<file path="src/design/cpu_pkg.sv">
`default_nettype none

package cpu_pkg;

    ////////////////////////////////////////////////////////////////////////////
    // widths
    ////////////////////////////////////////////////////////////////////////////

    // datapath and register word
    localparam int DATA_W     = 16;
    // eight architectural registers
    localparam int REG_ADDR_W = 3;
    // immediate field, zero-extended on use
    localparam int IMM_W      = 8;

    ////////////////////////////////////////////////////////////////////////////
    // encodings
    ////////////////////////////////////////////////////////////////////////////

    // instr[15:13]
    typedef enum logic [2:0] {
        OP_ADD = 3'd0,
        OP_SUB = 3'd1,
        OP_AND = 3'd2,
        OP_OR  = 3'd3,
        OP_LDI = 3'd4,
        OP_LD  = 3'd5,
        OP_ST  = 3'd6,
        OP_NOP = 3'd7
    } opcode_e;

    // alu function select, carried in the control word
    typedef enum logic [1:0] {
        ALU_ADD = 2'd0,
        ALU_SUB = 2'd1,
        ALU_AND = 2'd2,
        ALU_OR  = 2'd3
    } alu_op_e;

endpackage

`default_nettype wire

</file>
<file path="src/design/reg_file.sv">
`timescale 1ns/1ps
`default_nettype none

module reg_file (
    input  logic                          clk,
    input  logic                          rst_n,
    input  logic [cpu_pkg::REG_ADDR_W-1:0] rd_addr_a,
    input  logic [cpu_pkg::REG_ADDR_W-1:0] rd_addr_b,
    input  logic                          wr_en,
    input  logic [cpu_pkg::REG_ADDR_W-1:0] wr_addr,
    input  logic [cpu_pkg::DATA_W-1:0]     wr_data,
    output logic [cpu_pkg::DATA_W-1:0]     rd_data_a,
    output logic [cpu_pkg::DATA_W-1:0]     rd_data_b
);

    localparam int NUM_REGS = 2 ** cpu_pkg::REG_ADDR_W;

    // architectural registers
    logic [cpu_pkg::DATA_W-1:0] regs [NUM_REGS];

    // write port, all registers cleared on reset
    always_ff @(posedge clk or negedge rst_n) begin
        if (!rst_n) begin
            for (int i = 0; i < NUM_REGS; i++) begin
                regs[i] <= '0;
            end
        end else if (wr_en) begin
            regs[wr_addr] <= wr_data;
        end
    end

    // read ports
    // same-cycle write is passed through, so the decode register
    // catches the new value at the write edge
    always_comb begin
        rd_data_a = regs[rd_addr_a];
        rd_data_b = regs[rd_addr_b];
        if (wr_en && (wr_addr == rd_addr_a)) begin
            rd_data_a = wr_data;
        end
        if (wr_en && (wr_addr == rd_addr_b)) begin
            rd_data_b = wr_data;
        end
    end

endmodule

`default_nettype wire

</file>
<file path="src/design/control_unit.sv">
`timescale 1ns/1ps
`default_nettype none

module control_unit (
    input  logic              clk,
    input  logic              rst_n,
    input  cpu_pkg::opcode_e  opcode,
    input  logic              valid,
    output cpu_pkg::alu_op_e  alu_op,
    output logic              mem_read,
    output logic              mem_write,
    output logic              wb,
    output logic              imm_select
);

    // next control word
    cpu_pkg::alu_op_e alu_op_nxt;
    logic             mem_read_nxt;
    logic             mem_write_nxt;
    logic             wb_nxt;
    logic             imm_select_nxt;

    ////////////////////////////////////////////////////////////////////////////
    // opcode decode
    ////////////////////////////////////////////////////////////////////////////

    always_comb begin
        alu_op_nxt     = cpu_pkg::ALU_ADD;
        mem_read_nxt   = 1'b0;
        mem_write_nxt  = 1'b0;
        wb_nxt         = 1'b0;
        imm_select_nxt = 1'b0;
        // bubble -> all zero, no side effects downstream
        if (valid) begin
            case (opcode)
                cpu_pkg::OP_ADD: begin
                    alu_op_nxt = cpu_pkg::ALU_ADD;
                    wb_nxt     = 1'b1;
                end
                cpu_pkg::OP_SUB: begin
                    alu_op_nxt = cpu_pkg::ALU_SUB;
                    wb_nxt     = 1'b1;
                end
                cpu_pkg::OP_AND: begin
                    alu_op_nxt = cpu_pkg::ALU_AND;
                    wb_nxt     = 1'b1;
                end
                cpu_pkg::OP_OR: begin
                    alu_op_nxt = cpu_pkg::ALU_OR;
                    wb_nxt     = 1'b1;
                end
                // immediate bypasses the alu
                cpu_pkg::OP_LDI: begin
                    imm_select_nxt = 1'b1;
                    wb_nxt         = 1'b1;
                end
                cpu_pkg::OP_LD: begin
                    mem_read_nxt = 1'b1;
                    wb_nxt       = 1'b1;
                end
                cpu_pkg::OP_ST: begin
                    mem_write_nxt = 1'b1;
                end
                // nop retires with nothing set
                default: begin
                end
            endcase
        end
    end

    // buffered control word
    always_ff @(posedge clk or negedge rst_n) begin
        if (!rst_n) begin
            alu_op     <= cpu_pkg::ALU_ADD;
            mem_read   <= 1'b0;
            mem_write  <= 1'b0;
            wb         <= 1'b0;
            imm_select <= 1'b0;
        end else begin
            alu_op     <= alu_op_nxt;
            mem_read   <= mem_read_nxt;
            mem_write  <= mem_write_nxt;
            wb         <= wb_nxt;
            imm_select <= imm_select_nxt;
        end
    end

endmodule

`default_nettype wire

</file>
<file path="src/design/decoding_stage.sv">
`timescale 1ns/1ps
`default_nettype none

module decoding_stage (
    input  logic                           clk,
    input  logic                           rst_n,
    input  logic                           instr_valid,
    input  logic [cpu_pkg::DATA_W-1:0]     instr,
    input  logic                           wr_en,
    input  logic [cpu_pkg::REG_ADDR_W-1:0] wr_addr,
    input  logic [cpu_pkg::DATA_W-1:0]     wr_data,
    output logic                           d_valid,
    output cpu_pkg::alu_op_e               alu_op,
    output logic                           mem_read,
    output logic                           mem_write,
    output logic                           wb,
    output logic                           imm_select,
    output logic [cpu_pkg::DATA_W-1:0]     operand_a,
    output logic [cpu_pkg::DATA_W-1:0]     operand_b,
    output logic [cpu_pkg::IMM_W-1:0]      imm,
    output logic [cpu_pkg::REG_ADDR_W-1:0] dst_addr
);

    ////////////////////////////////////////////////////////////////////////////
    // field split
    ////////////////////////////////////////////////////////////////////////////

    // opcode | rd | rs | imm, rs and imm share bit 7
    cpu_pkg::opcode_e               opcode;
    logic [cpu_pkg::REG_ADDR_W-1:0] rd_idx;
    logic [cpu_pkg::REG_ADDR_W-1:0] rs_idx;
    logic [cpu_pkg::DATA_W-1:0]     rd_val;
    logic [cpu_pkg::DATA_W-1:0]     rs_val;

    assign opcode = cpu_pkg::opcode_e'(instr[15:13]);
    assign rd_idx = instr[12:10];
    assign rs_idx = instr[9:7];

    // rd is also the first source
    reg_file u_reg_file (
        .clk       (clk),
        .rst_n     (rst_n),
        .rd_addr_a (rd_idx),
        .rd_addr_b (rs_idx),
        .wr_en     (wr_en),
        .wr_addr   (wr_addr),
        .wr_data   (wr_data),
        .rd_data_a (rd_val),
        .rd_data_b (rs_val)
    );

    // control word registered inside
    control_unit u_control_unit (
        .clk        (clk),
        .rst_n      (rst_n),
        .opcode     (opcode),
        .valid      (instr_valid),
        .alu_op     (alu_op),
        .mem_read   (mem_read),
        .mem_write  (mem_write),
        .wb         (wb),
        .imm_select (imm_select)
    );

    ////////////////////////////////////////////////////////////////////////////
    // decode pipeline register
    ////////////////////////////////////////////////////////////////////////////

    always_ff @(posedge clk or negedge rst_n) begin
        if (!rst_n) begin
            d_valid <= 1'b0;
        end else begin
            d_valid <= instr_valid;
        end
    end

    // payload beside the control word
    always_ff @(posedge clk) begin
        operand_a <= rd_val;
        operand_b <= rs_val;
        imm       <= instr[cpu_pkg::IMM_W-1:0];
        dst_addr  <= rd_idx;
    end

endmodule

`default_nettype wire

</file>
<file path="src/design/execute_stage.sv">
`timescale 1ns/1ps
`default_nettype none

module execute_stage (
    input  logic                           clk,
    input  logic                           rst_n,
    input  logic                           d_valid,
    input  cpu_pkg::alu_op_e               alu_op,
    input  logic                           mem_read,
    input  logic                           mem_write,
    input  logic                           wb,
    input  logic                           imm_select,
    input  logic [cpu_pkg::DATA_W-1:0]     operand_a,
    input  logic [cpu_pkg::DATA_W-1:0]     operand_b,
    input  logic [cpu_pkg::IMM_W-1:0]      imm,
    input  logic [cpu_pkg::REG_ADDR_W-1:0] dst_addr,
    output logic                           e_valid,
    output logic [cpu_pkg::DATA_W-1:0]     result,
    output logic [cpu_pkg::DATA_W-1:0]     store_data,
    output logic [cpu_pkg::DATA_W-1:0]     mem_addr_src,
    output logic                           e_mem_read,
    output logic                           e_mem_write,
    output logic                           e_wb,
    output logic [cpu_pkg::REG_ADDR_W-1:0] e_dst_addr
);

    logic [cpu_pkg::DATA_W-1:0] alu_out;
    logic [cpu_pkg::DATA_W-1:0] imm_ext;
    logic [cpu_pkg::DATA_W-1:0] result_nxt;

    // zero-extend for ldi
    assign imm_ext = {{(cpu_pkg::DATA_W - cpu_pkg::IMM_W){1'b0}}, imm};

    // alu, carry out dropped
    always_comb begin
        alu_out = '0;
        case (alu_op)
            cpu_pkg::ALU_ADD: alu_out = operand_a + operand_b;
            cpu_pkg::ALU_SUB: alu_out = operand_a - operand_b;
            cpu_pkg::ALU_AND: alu_out = operand_a & operand_b;
            cpu_pkg::ALU_OR:  alu_out = operand_a | operand_b;
            default:          alu_out = '0;
        endcase
    end

    assign result_nxt = imm_select ? imm_ext : alu_out;

    ////////////////////////////////////////////////////////////////////////////
    // execute pipeline register
    ////////////////////////////////////////////////////////////////////////////

    always_ff @(posedge clk or negedge rst_n) begin
        if (!rst_n) begin
            e_valid     <= 1'b0;
            e_mem_read  <= 1'b0;
            e_mem_write <= 1'b0;
            e_wb        <= 1'b0;
        end else begin
            e_valid     <= d_valid;
            e_mem_read  <= mem_read;
            e_mem_write <= mem_write;
            e_wb        <= wb;
        end
    end

    // rd value is the store data, rs value the address
    always_ff @(posedge clk) begin
        result       <= result_nxt;
        store_data   <= operand_a;
        mem_addr_src <= operand_b;
        e_dst_addr   <= dst_addr;
    end

endmodule

`default_nettype wire

</file>
<file path="src/design/memory_stage.sv">
`timescale 1ns/1ps
`default_nettype none

module memory_stage #(
    parameter int DMEM_ADDR_W = 4
) (
    input  logic                           clk,
    input  logic                           rst_n,
    input  logic                           e_valid,
    input  logic [cpu_pkg::DATA_W-1:0]     result,
    input  logic [cpu_pkg::DATA_W-1:0]     store_data,
    input  logic [cpu_pkg::DATA_W-1:0]     mem_addr_src,
    input  logic                           e_mem_read,
    input  logic                           e_mem_write,
    input  logic                           e_wb,
    input  logic [cpu_pkg::REG_ADDR_W-1:0] e_dst_addr,
    output logic                           retire_valid,
    output logic                           wb_en,
    output logic [cpu_pkg::REG_ADDR_W-1:0] wb_addr,
    output logic [cpu_pkg::DATA_W-1:0]     wb_data,
    output logic                           st_en,
    output logic [DMEM_ADDR_W-1:0]         st_addr,
    output logic [cpu_pkg::DATA_W-1:0]     st_data
);

    localparam int DEPTH = 2 ** DMEM_ADDR_W;

    logic [cpu_pkg::DATA_W-1:0] dmem [DEPTH];
    logic [DMEM_ADDR_W-1:0]     addr;
    logic [cpu_pkg::DATA_W-1:0] load_data;

    // word address from the low bits of rs
    assign addr      = mem_addr_src[DMEM_ADDR_W-1:0];
    assign load_data = dmem[addr];

    // data memory, cleared on reset
    always_ff @(posedge clk or negedge rst_n) begin
        if (!rst_n) begin
            for (int i = 0; i < DEPTH; i++) begin
                dmem[i] <= '0;
            end
        end else if (e_mem_write) begin
            dmem[addr] <= store_data;
        end
    end

    ////////////////////////////////////////////////////////////////////////////
    // retire register
    ////////////////////////////////////////////////////////////////////////////

    always_ff @(posedge clk or negedge rst_n) begin
        if (!rst_n) begin
            retire_valid <= 1'b0;
            wb_en        <= 1'b0;
            st_en        <= 1'b0;
        end else begin
            retire_valid <= e_valid;
            wb_en        <= e_wb;
            st_en        <= e_mem_write;
        end
    end

    // loads retire the memory word, everything else the alu result
    always_ff @(posedge clk) begin
        wb_addr <= e_dst_addr;
        wb_data <= e_mem_read ? load_data : result;
        st_addr <= addr;
        st_data <= store_data;
    end

endmodule

`default_nettype wire

</file>
<file path="src/design/cpu_core.sv">
`timescale 1ns/1ps
`default_nettype none

module cpu_core #(
    parameter int DMEM_ADDR_W = 4
) (
    input  logic                           clk,
    input  logic                           rst_n,
    input  logic                           instr_valid,
    input  logic [cpu_pkg::DATA_W-1:0]     instr,
    output logic                           retire_valid,
    output logic                           wb_en,
    output logic [cpu_pkg::REG_ADDR_W-1:0] wb_addr,
    output logic [cpu_pkg::DATA_W-1:0]     wb_data,
    output logic                           st_en,
    output logic [DMEM_ADDR_W-1:0]         st_addr,
    output logic [cpu_pkg::DATA_W-1:0]     st_data
);

    ////////////////////////////////////////////////////////////////////////////
    // stage D outputs
    ////////////////////////////////////////////////////////////////////////////

    logic                           d_valid;
    cpu_pkg::alu_op_e               d_alu_op;
    logic                           d_mem_read;
    logic                           d_mem_write;
    logic                           d_wb;
    logic                           d_imm_select;
    logic [cpu_pkg::DATA_W-1:0]     d_operand_a;
    logic [cpu_pkg::DATA_W-1:0]     d_operand_b;
    logic [cpu_pkg::IMM_W-1:0]      d_imm;
    logic [cpu_pkg::REG_ADDR_W-1:0] d_dst_addr;

    // stage E outputs
    logic                           e_valid;
    logic [cpu_pkg::DATA_W-1:0]     e_result;
    logic [cpu_pkg::DATA_W-1:0]     e_store_data;
    logic [cpu_pkg::DATA_W-1:0]     e_mem_addr_src;
    logic                           e_mem_read;
    logic                           e_mem_write;
    logic                           e_wb;
    logic [cpu_pkg::REG_ADDR_W-1:0] e_dst_addr;

    // write-back loops into the register file write port
    decoding_stage u_decode (
        .clk         (clk),
        .rst_n       (rst_n),
        .instr_valid (instr_valid),
        .instr       (instr),
        .wr_en       (wb_en),
        .wr_addr     (wb_addr),
        .wr_data     (wb_data),
        .d_valid     (d_valid),
        .alu_op      (d_alu_op),
        .mem_read    (d_mem_read),
        .mem_write   (d_mem_write),
        .wb          (d_wb),
        .imm_select  (d_imm_select),
        .operand_a   (d_operand_a),
        .operand_b   (d_operand_b),
        .imm         (d_imm),
        .dst_addr    (d_dst_addr)
    );

    execute_stage u_execute (
        .clk          (clk),
        .rst_n        (rst_n),
        .d_valid      (d_valid),
        .alu_op       (d_alu_op),
        .mem_read     (d_mem_read),
        .mem_write    (d_mem_write),
        .wb           (d_wb),
        .imm_select   (d_imm_select),
        .operand_a    (d_operand_a),
        .operand_b    (d_operand_b),
        .imm          (d_imm),
        .dst_addr     (d_dst_addr),
        .e_valid      (e_valid),
        .result       (e_result),
        .store_data   (e_store_data),
        .mem_addr_src (e_mem_addr_src),
        .e_mem_read   (e_mem_read),
        .e_mem_write  (e_mem_write),
        .e_wb         (e_wb),
        .e_dst_addr   (e_dst_addr)
    );

    // memory depth set here
    memory_stage #(
        .DMEM_ADDR_W (DMEM_ADDR_W)
    ) u_memory (
        .clk          (clk),
        .rst_n        (rst_n),
        .e_valid      (e_valid),
        .result       (e_result),
        .store_data   (e_store_data),
        .mem_addr_src (e_mem_addr_src),
        .e_mem_read   (e_mem_read),
        .e_mem_write  (e_mem_write),
        .e_wb         (e_wb),
        .e_dst_addr   (e_dst_addr),
        .retire_valid (retire_valid),
        .wb_en        (wb_en),
        .wb_addr      (wb_addr),
        .wb_data      (wb_data),
        .st_en        (st_en),
        .st_addr      (st_addr),
        .st_data      (st_data)
    );

endmodule

`default_nettype wire

</file>
<file path="config.mk">
export PLATFORM = sky130hd
export DESIGN_NAME = cpu_core
export DESIGN_NICKNAME = d
export VERILOG_FILES = /design/src/design/cpu_pkg.sv /design/src/design/reg_file.sv /design/src/design/control_unit.sv /design/src/design/decoding_stage.sv /design/src/design/execute_stage.sv /design/src/design/memory_stage.sv /design/src/design/cpu_core.sv
export SDC_FILE = /design/constraint.sdc
export NUM_CORES = 1
export LEC_CHECK = 0
export BUFFER_PORTS_ARGS = -buffer_cell sky130_fd_sc_hd__buf_2
export CAP_MARGIN = 20
export CORE_MARGIN = 8
export CORE_UTILIZATION = 55
export CTS_CLUSTER_SIZE = 24
export DETAILED_ROUTE_END_ITERATION = 6
export PLACE_DENSITY_LB_ADDON = 0.3
export SLEW_MARGIN = 10
export SYNTH_ARGS = -nofsm -noshare
export SYNTH_HDL_FRONTEND = slang
export SYNTH_HIERARCHICAL = 1
export SYNTH_SLANG_ARGS = --single-unit
</file>
<file path="constraint.sdc">
create_clock -name clk -period 6.4 [get_ports clk]
set_clock_uncertainty 0.2 [all_clocks]
set_input_delay 0 -clock clk [delete_from_list [all_inputs] [get_ports clk]]
set_output_delay 0 -clock clk [all_outputs]
set_load 0.01 [all_outputs]
</file>
==> flow_metrics.tcl, run 1 <==
set metrics [dict create \
    num_vias 13946 \
    clkSinkCount 519 \
    synth_nets 1687 \
    powerDensity_nw_per_um2 460.1 \
    die_x_microns 223.9 \
    h-tree-depth 2 \
    finalCritPeriodShare 0.6289 \
    arrival_ns 4.32 \
    dr_wl_met3_microns 2660 \
    drt_wl_total_microns 57990 \
    pwr-share-clk 0.254 \
    pre_cts_slack_ns 2.482 \
    grt_overflow_total 0 \
    seqPwrFrac 0.449 \
    dp_cells 2197 \
    cts_buffers 53 \
    drt-initial-drc-count 1046 \
    wl_per_cell_microns 24.90 \
    ant_nets 0 \
    num_antenna_cells 0 \
    drc 0 \
    wl_met2_microns 28070 \
    synthCells 1649 \
    p_int_mw 8.104 \
    cp_data_required_time_ns 6.70 \
    grt_pass1_wl_microns 88930 \
    report.final.slew_viol_count 0 \
    syn_area_per_cell_sq_um 14.41 \
    ir_drop_mv 0.2994 \
    grt_pass1_vias 14693 \
    dp_hpwl_microns 35510 \
    max_freq_mhz 248.4 \
    slowest_stage "dfrtp_1" \
    tightest_slew_ns 1.142 \
    slew-limit-headroom 0.2381 \
    cts-root-buf "clkbuf_16" \
    rsz0062_at_grt "false" \
    via_per_inst 5.988 \
    syn-cell-area_sq_um 23760 \
    pwr-share-comb 0.297 \
    io_pins 61 \
    final_cell_mix "419 x mux2_2, 398 x dfrtp_1, 119 x dfxtp_1, 99 x mux2i_1, 60 x mux4_1" \
    die_h_microns 223.9 \
    rows 76 \
    portBuffers 60 \
    track_usage 0.2311 \
    yosys_warnings 6 \
    whs_ns 0.1196 \
    fin_nets 1737 \
    drive_gt1_frac 0.3888 \
    gp_congestion 0.8470 \
    p_sw_frac 0.3356 \
    wl_met1_microns 25670 \
    fin_tns_setup_ns 0 \
    multiInputGateArea_sq_um 10670 \
    register_area_sq_um 12390 \
    cts_resized 0 \
    crit_type "reg2reg" \
    die-area_sq_um 50110 \
    path_clk_slew_ns 0.06 \
    syn_to_final_growth_pct 11.56 \
    status "finished, final reports clean" \
    highest_layer "met4" \
    cpPeakStageDelay_ns 0.78 \
    startpoint_type "flop" \
    critical_path.cell_chain "nor2b_1 -> mux2i_1 -> fa_1 -> a21o_1 -> a221oi_2 -> o21ai_0 -> a31oi_1 -> xor2_1 -> a211oi_1" \
    leakage_nw 12.15 \
    maxCapViolations 0 \
    fillers 3268 \
    dr.pass1.iters 5 \
    core_sq_um 42890 \
    hold_path_class "in2reg" \
    start_util 0.5541 \
    fin_cells 2329 \
    clock_latency_ns 0.60 \
    grt_start_max_net_pins 171 \
    end_kind "flop" \
    final_common_cell "mux2_2" \
    cts_tree "built" \
    antenna_found_initial 4 \
    cts_buffer_depth 3 \
    hold_viol_final 0 \
    worst_slack_ns 2.375 \
    cp_max_fo 22 \
    setup_violations 0 \
    layout_min_cycle_time_ns 4.025 \
    fin_total_pwr_mw 12.20 \
    p_switching_mw 4.094 \
]
[layout make-up]
type	instances	area share
Clock buffer	81	0.05975
Clock inverter	19	0.006985
Inverter	10	0.001416
Multi-Input combinational cell	994	0.4024
Sequential cell	519	0.4673
Tap cell	585	0.02761
Timing Repair Buffer	121	0.03445
[critical path: cells and delay by family (launching register included)]
kind,cells,cell delay (ns)
compound gates,5,1.33
xor+xnor,1,0.09
fa+ha+maj,1,0.48
flops,1,0.78
mux,1,0.28
simple gates,1,0.77
[final timing paths]
| check | from | to | slack, ns | cells past startpoint |
|---|---|---|---|---|
| max reg2reg | u_decode/u_control_unit/alu_op[0] | u_execute/result[12] | 2.37 | 9 |
| max | u_decode/u_control_unit/alu_op[0] | u_execute/result[12] | 2.37 | 9 |
| min | instr[13] | u_decode/u_control_unit/alu_op[0] | 0.12 | 3 |
| max in group asynchronous | rst_n | u_decode/u_reg_file/regs[75] | 4.71 | 4 |
| min in group asynchronous | rst_n | u_memory/dmem[253] | 0.44 | 4 |
| min reg2reg | u_decode/dst_addr[2] | u_execute/e_dst_addr[2] | 0.13 | 0 |
[repair_timing]
item / CTS / global route
hold endpoints to repair: 168 / 0
hold buffers: 29 / 0
buffers inserted: 0 / 0
[power by group through the flow]
stage | Sequential (mW) | Clock (mW) | Combinational, mW
6_report | 5.48 | 3.10 | 3.62
4_1_cts | 5.46 | 3.17 | 3.62
2_1_floorplan | 4.85 | 0 | 3.00
3_3_place_gp | 5.43 | 0 | 3.52
3_5_place_dp | 5.51 | 0 | 3.57
5_1_grt | 5.62 | 3.30 | 3.91
[metrics by stage]
step / util / cell area [sq um]
global route: 0.6182 / 26510
global placement: 0.5680 / 24360
finish: 0.6182 / 26510
detailed placement: 0.5684 / 24380
floorplan: - / 23760
CTS: 0.6168 / 26450
[sequential cells by signal (all words and copies together), names as in the netlist, 2 cells and up]
name / count
u_memory/wb_data: 16
u_memory/dmem: 256
u_memory/st_data: 16
u_execute/store_data: 16
u_decode/operand_a: 16
u_decode/u_control_unit/alu_op: 2
u_decode/dst_addr: 3
u_decode/u_reg_file/regs: 128
u_memory/st_addr: 4
u_memory/wb_addr: 3
u_decode/imm: 8
u_execute/e_dst_addr: 3
u_execute/mem_addr_src: 4
u_execute/result: 16
u_decode/operand_b: 16
[layer usage]
layer,global-route usage,vias to the layer above
li1,-,6234
met1,0.3114,7278
met2,0.3801,346
met3,0.04198,88
met4,0.06924,0
met5,0,-
(Power assumes the default switching activity.)
==> inputs of run 2 (changes only) <==
==> constraint.sdc (replaced) <==
create_clock -name clk -period 4.15 [get_ports clk]
set_clock_uncertainty 0.2 [all_clocks]
set_input_delay 0 -clock clk [delete_from_list [all_inputs] [get_ports clk]]
set_output_delay 0 -clock clk [all_outputs]
set_load 0.01 [all_outputs]
==> run 2 against run 1 <==
Net effect: non-clock buffer count grew 9; sequential share of layout area shrank 0.24 points; first-iteration DRC count shrank 3.3%; register-to-register slack lost 1.7 ns; design area grew 0.52%; cell count grew 0.52%; combinational power grew 55%; setup slack lost 1.7 ns; die area is the same; wire length grew 0.24%; largest power group unchanged; core utilization grew 0.32 points.
==> flow_metrics.tcl, run 2 (synthesized netlist as in run 1, its figures left out) <==
set metrics [dict create \
    status "finished, final reports clean" \
    cp_max_fo 20 \
    end_kind "flop" \
    dr.pass1.iters 5 \
    io_pins 61 \
    dp_cells 2210 \
    die-area_sq_um 50110 \
    cts-root-buf "clkbuf_16" \
    grt_overflow_total 0 \
    track_usage 0.2331 \
    start_util 0.5541 \
    drc 0 \
    drt_wl_total_microns 58140 \
    cts_buffers 55 \
    grt_start_max_net_pins 127 \
    drive_gt1_frac 0.3935 \
    grt_pass1_wl_microns 89980 \
    fin_tns_setup_ns 0 \
    hold_viol_final 0 \
    cts_buffer_depth 3 \
    portBuffers 60 \
    path_clk_slew_ns 0.06 \
    clock_latency_ns 0.61 \
    fin_nets 1748 \
    r2r_slack_ns 0.71 \
    report.final.slew_viol_count 0 \
    setup_violations 0 \
    rows 76 \
    ir_drop_mv 0.3942 \
    cts_tree "built" \
    drt-initial-drc-count 1012 \
    antenna_found_initial 1 \
    regMostFlops "u_memory/dmem" \
    num_vias 14282 \
    syn_to_final_growth_pct 12.15 \
    arrival_ns 3.73 \
    gp_congestion 0.8701 \
    clkSinkCount 519 \
    layout_min_cycle_time_ns 3.439 \
    hold_path_class "in2reg" \
    multiInputGateArea_sq_um 10670 \
    top_regs "u_memory/dmem: 256 flops, u_decode/u_reg_file/regs: 128 flops" \
    final_common_cell "mux2_2" \
    die_x_microns 223.9 \
    h-tree-depth 2 \
    pre_cts_slack_ns 0.7508 \
    wl_per_cell_microns 24.83 \
    tightest_slew_ns 1.172 \
    slew-limit-headroom 0.2185 \
    ant_nets 0 \
    cp_data_required_time_ns 4.45 \
    final_cell_mix "419 x mux2_2, 398 x dfrtp_1, 119 x dfxtp_1, 99 x mux2i_1, 60 x mux4_1" \
    via_per_inst 6.101 \
    register_area_sq_um 12390 \
    startpoint_type "flop" \
    finalCritPeriodShare 0.8286 \
    grt_pass1_vias 14919 \
    die_h_microns 223.9 \
    maxCapViolations 0 \
    largest_reg_flops 256 \
    dp_hpwl_microns 36420 \
    fin_cells 2341 \
    num_antenna_cells 0 \
    max_freq_mhz 290.8 \
    crit_type "reg2reg" \
    whs_ns 0.07920 \
    worst_slack_ns 0.7114 \
    leakage_nw 12.23 \
    rsz0062_at_grt "false" \
    powerDensity_nw_per_um2 710.5 \
    core_sq_um 42890 \
    fillers 3270 \
    cts_resized 0 \
]
## run 2: final timing paths
check / start / end / depth (start not counted)
max: u_decode/u_control_unit/alu_op[1] / u_execute/result[12] / 11
min: instr[13] / u_decode/u_control_unit/mem_read / 3
max reg2reg: u_decode/u_control_unit/alu_op[1] / u_execute/result[12] / 11
min reg2reg: u_execute/e_dst_addr[0] / u_memory/wb_addr[0] / 0
max in group asynchronous: rst_n / u_decode/u_reg_file/regs[59] / 4
min in group asynchronous: rst_n / u_memory/dmem[157] / 3
## run 2: final cells by class
| type | instances | area share |
|---|---|---|
| timing repair buffer | 130 | 0.03634 |
| tap | 585 | 0.02747 |
| sequential | 519 | 0.4649 |
| inverter | 10 | 0.001409 |
| clock inverter | 16 | 0.005822 |
| multi-input combinational | 994 | 0.4003 |
| clock buffer | 87 | 0.06371 |
## run 2: critical path: stages (launching register included)
cell	delay, ns
dfrtp_1	0.71
inv_1	0.27
nand2_1	0.17
o31ai_1	0.10
xor2_1	0.15
ha_1	0.34
and3_1	0.21
a221oi_2	0.34
o21ai_0	0.22
a31oi_1	0.24
xor2_1	0.09
a211oi_1	0.30
## run 2: repair_timing
item | in CTS | in global routing
hold buffers | 28 | 0
endpoints found under the hold margin | 228 | 0
buffers inserted | 0 | 0
endpoints found under the setup margin | 0 | 0
## run 2: routing by layer
metal / wire, microns / part of all wire / vias to the layer above / track usage
met5: 0 / 0 / - / 0
met4: 1913 / 0.033 / 0 / 0.08624
met3: 2845 / 0.049 / 119 / 0.03257
met2: 28500 / 0.49 / 384 / 0.3871
met1: 24880 / 0.43 / 7503 / 0.3107
li1: - / - / 6276 / -
## run 2: metrics by stage
stage,area (sq um),total power [mW],util
detailed placement,24520,14.04,0.5717
finish,26650,18.93,0.6214
CTS,26650,19.04,0.6214
floorplan,23760,12.10,-
global route,26650,19.92,0.6214
global placement,24520,13.86,0.5717
## run 2: power by group
group / leakage [nW] / switching, mW / internal (mW)
logic: 5.00 / 2.53 / 3.08
clock network: 0.908 / 1.98 / 2.92
registers: 6.32 / 1.81 / 6.62
==> inputs of run 3 (changes only) <==
==> constraint.sdc (replaced) <==
create_clock -name clk -period 3.3 [get_ports clk]
set_clock_uncertainty 0.2 [all_clocks]
set_input_delay 0 -clock clk [delete_from_list [all_inputs] [get_ports clk]]
set_output_delay 0 -clock clk [all_outputs]
set_load 0.01 [all_outputs]
==> run 3 against run 2 <==
Net effect: cell count increased by 0.94%; register-to-register slack worse by 0.47 ns; sequential share of layout area decreased by 0.46 points; global-route usage is 0.23 points lower; combinational power is 29% higher; clock power rose by 31%; wire length fell by 0.92%; sequential power rose by 26%; die area unchanged; maximum frequency increased by 13%; largest power group unchanged; highest routed layer unchanged.
==> flow_metrics.tcl, run 3 (synthesized netlist as in run 1, its figures left out) <==
set metrics [dict create \
    status "finished, final reports clean" \
    startpoint_type "flop" \
    die_h_microns 223.9 \
    r2r_start "u_decode/operand_b[4]" \
    crit_type "reg2reg" \
    final_cell_mix "419 x mux2_2, 398 x dfrtp_1, 118 x dfxtp_1, 99 x mux2i_1, 60 x mux4_1" \
    num_vias 14159 \
    cts_buffer_depth 3 \
    track_usage 0.2308 \
    wl_per_cell_microns 24.38 \
    slowest_stage "ha_1" \
    antenna_found_initial 2 \
    gp_congestion 0.8559 \
    top_regs "u_memory/dmem: 256 flops, u_decode/u_reg_file/regs: 128 flops" \
    arrival_ns 3.34 \
    cp_max_fo 5 \
    grt_pass1_vias 15064 \
    die_x_microns 223.9 \
    finalCritPeriodShare 0.9258 \
    cts_tree "built" \
    h-tree-depth 2 \
    layout_min_cycle_time_ns 3.055 \
    rows 76 \
    cp_data_required_time_ns 3.59 \
    drt_wl_total_microns 57600 \
    finish.utilization 0.6277 \
    fillers 3210 \
    fin_tns_setup_ns 0 \
    grt_pass1_wl_microns 89960 \
    tightest_slew_ns 0.8979 \
    fin_nets 1769 \
    hold_path_class "in2reg" \
    report.final.slew_viol_count 0 \
    critical_path.cell_chain "nor4_2 -> nor4b_4 -> buf_4 -> nor2_1 -> xnor2_1 -> ha_1 -> a21oi_1 -> a2bb2oi_1 -> o311ai_1 -> o22ai_1 -> xor2_1 -> o21ai_0" \
    grt_overflow_total 0 \
    ant_nets 0 \
    cts_buffers 55 \
    slew-limit-headroom 0.4014 \
    critPathBufInv 1 \
    setup_violations 0 \
    r2r_slack_ns 0.24 \
    core_sq_um 42890 \
    max_freq_mhz 327.3 \
    end_kind "flop" \
    dr.pass1.iters 7 \
    drt-initial-drc-count 983 \
    grt_start_max_net_pins 105 \
    powerDensity_nw_per_um2 901.2 \
    drc 0 \
    reg2regPathDepth 12 \
    leakage_nw 12.38 \
    die-area_sq_um 50110 \
    path_clk_slew_ns 0.06 \
    dp_hpwl_microns 36550 \
    min_path_cells 3 \
    rsz0062_at_grt "false" \
    hold_viol_final 0 \
    start_util 0.5541 \
    cts-root-buf "clkbuf_16" \
    via_per_inst 5.992 \
    drive_gt1_frac 0.4046 \
    portBuffers 60 \
    cpPeakStageDelay_ns 0.36 \
    io_pins 61 \
    final_common_cell "mux2_2" \
    regMostFlops "u_memory/dmem" \
    ir_drop_mv 0.8003 \
    clkSinkCount 519 \
    maxCapViolations 0 \
    r2r_end "u_execute/result[14]" \
    min_to "u_decode/u_control_unit/wb" \
    largest_reg_flops 256 \
    clock_latency_ns 0.61 \
    path_delay_family "compound AO/OA/AOI/OAI gates" \
    syn_to_final_growth_pct 13.28 \
    min_from "instr[14]" \
]
-- run 3: cell types whose count changed in the layout (fill, tap and decap cells not counted), sizes merged --
cell,previous run,this run
buf,102,123
bufinv,2,6
clkbuf,87,79
clkinv,10,13
diode,0,1
inv,11,12
-- run 3: final cells by class --
type,count,area [sq um],area share
sequential,519,12390,0.4603
multi-input combinational,994,10670,0.3964
clock buffer,79,1618,0.06010
timing repair buffer,151,1171,0.04350
tap,585,732.0,0.02719
clock inverter,24,296.5,0.01102
inverter,10,37.54,0.001394
antenna,1,2.502,0.00009296
-- run 3: worst register-to-register path: cells and delay by family, from the launching register on --
family,cells,cell delay (ns)
adders and majority gates,1,0.36
DFF,1,0.35
xor gates and xnor gates,2,0.27
AOI/OAI and AO/OA,5,0.86
buffers and inverters,1,0.18
and+or+nand+nor,3,0.70
-- run 3: timing repair --
action                                  CTS  global route
buffers inserted                          0             1
endpoints found under the hold margin   447             0
hold buffers                             28             0
endpoints found under the setup margin    0             4
resized for setup                         0             3
-- run 3: worst max-delay path by stage --
stage / start / endpoint / slack [ns] / cells past startpoint
6_report: u_decode/operand_b[4] / u_execute/result[14] / 0.24 / 12
3_5_place_dp: u_decode/u_control_unit/alu_op[1] / u_execute/result[12] / 0.20 / 9
5_1_grt: u_decode/operand_b[2] / u_execute/result[14] / 0.004 / 11
3_3_place_gp: u_decode/u_control_unit/alu_op[1] / u_execute/result[12] / 0.28 / 9
4_1_cts: u_decode/u_control_unit/alu_op[1] / u_execute/result[12] / 0.21 / 9
2_1_floorplan: u_decode/u_control_unit/alu_op[0] / u_execute/result[12] / 0.26 / 12
-- run 3: stage by stage --
stage | hold WS (ns) | setup slack [ns] | instance area [sq um] | power, mW | cells
2_1_floorplan | -0.4956 | 0.2619 | 23760 | 15.22 | 1649
6_report | 0.04713 | 0.2449 | 26920 | 24.26 | 2363
3_5_place_dp | -0.09637 | 0.2006 | 24700 | 17.82 | 2229
4_1_cts | 0.02846 | 0.2146 | 26890 | 24.36 | 2360
5_1_grt | 0.05452 | 0.004293 | 26920 | 25.48 | 2362
3_3_place_gp | -0.09645 | 0.2790 | 24700 | 17.57 | 2229
-- run 3: per-layer routing --
layer	GRT usage	part of all wire
met2	0.3871	0.50
met4	0.07604	0.028
met3	0.03113	0.047
met5	0	0
met1	0.3089	0.43
-- run 3: report_power, final --
part	internal [mW]	switching (mW)
Clock	3.88	2.54
Sequential	8.32	2.28
Combinational	3.95	3.29
Total	16.1	8.11
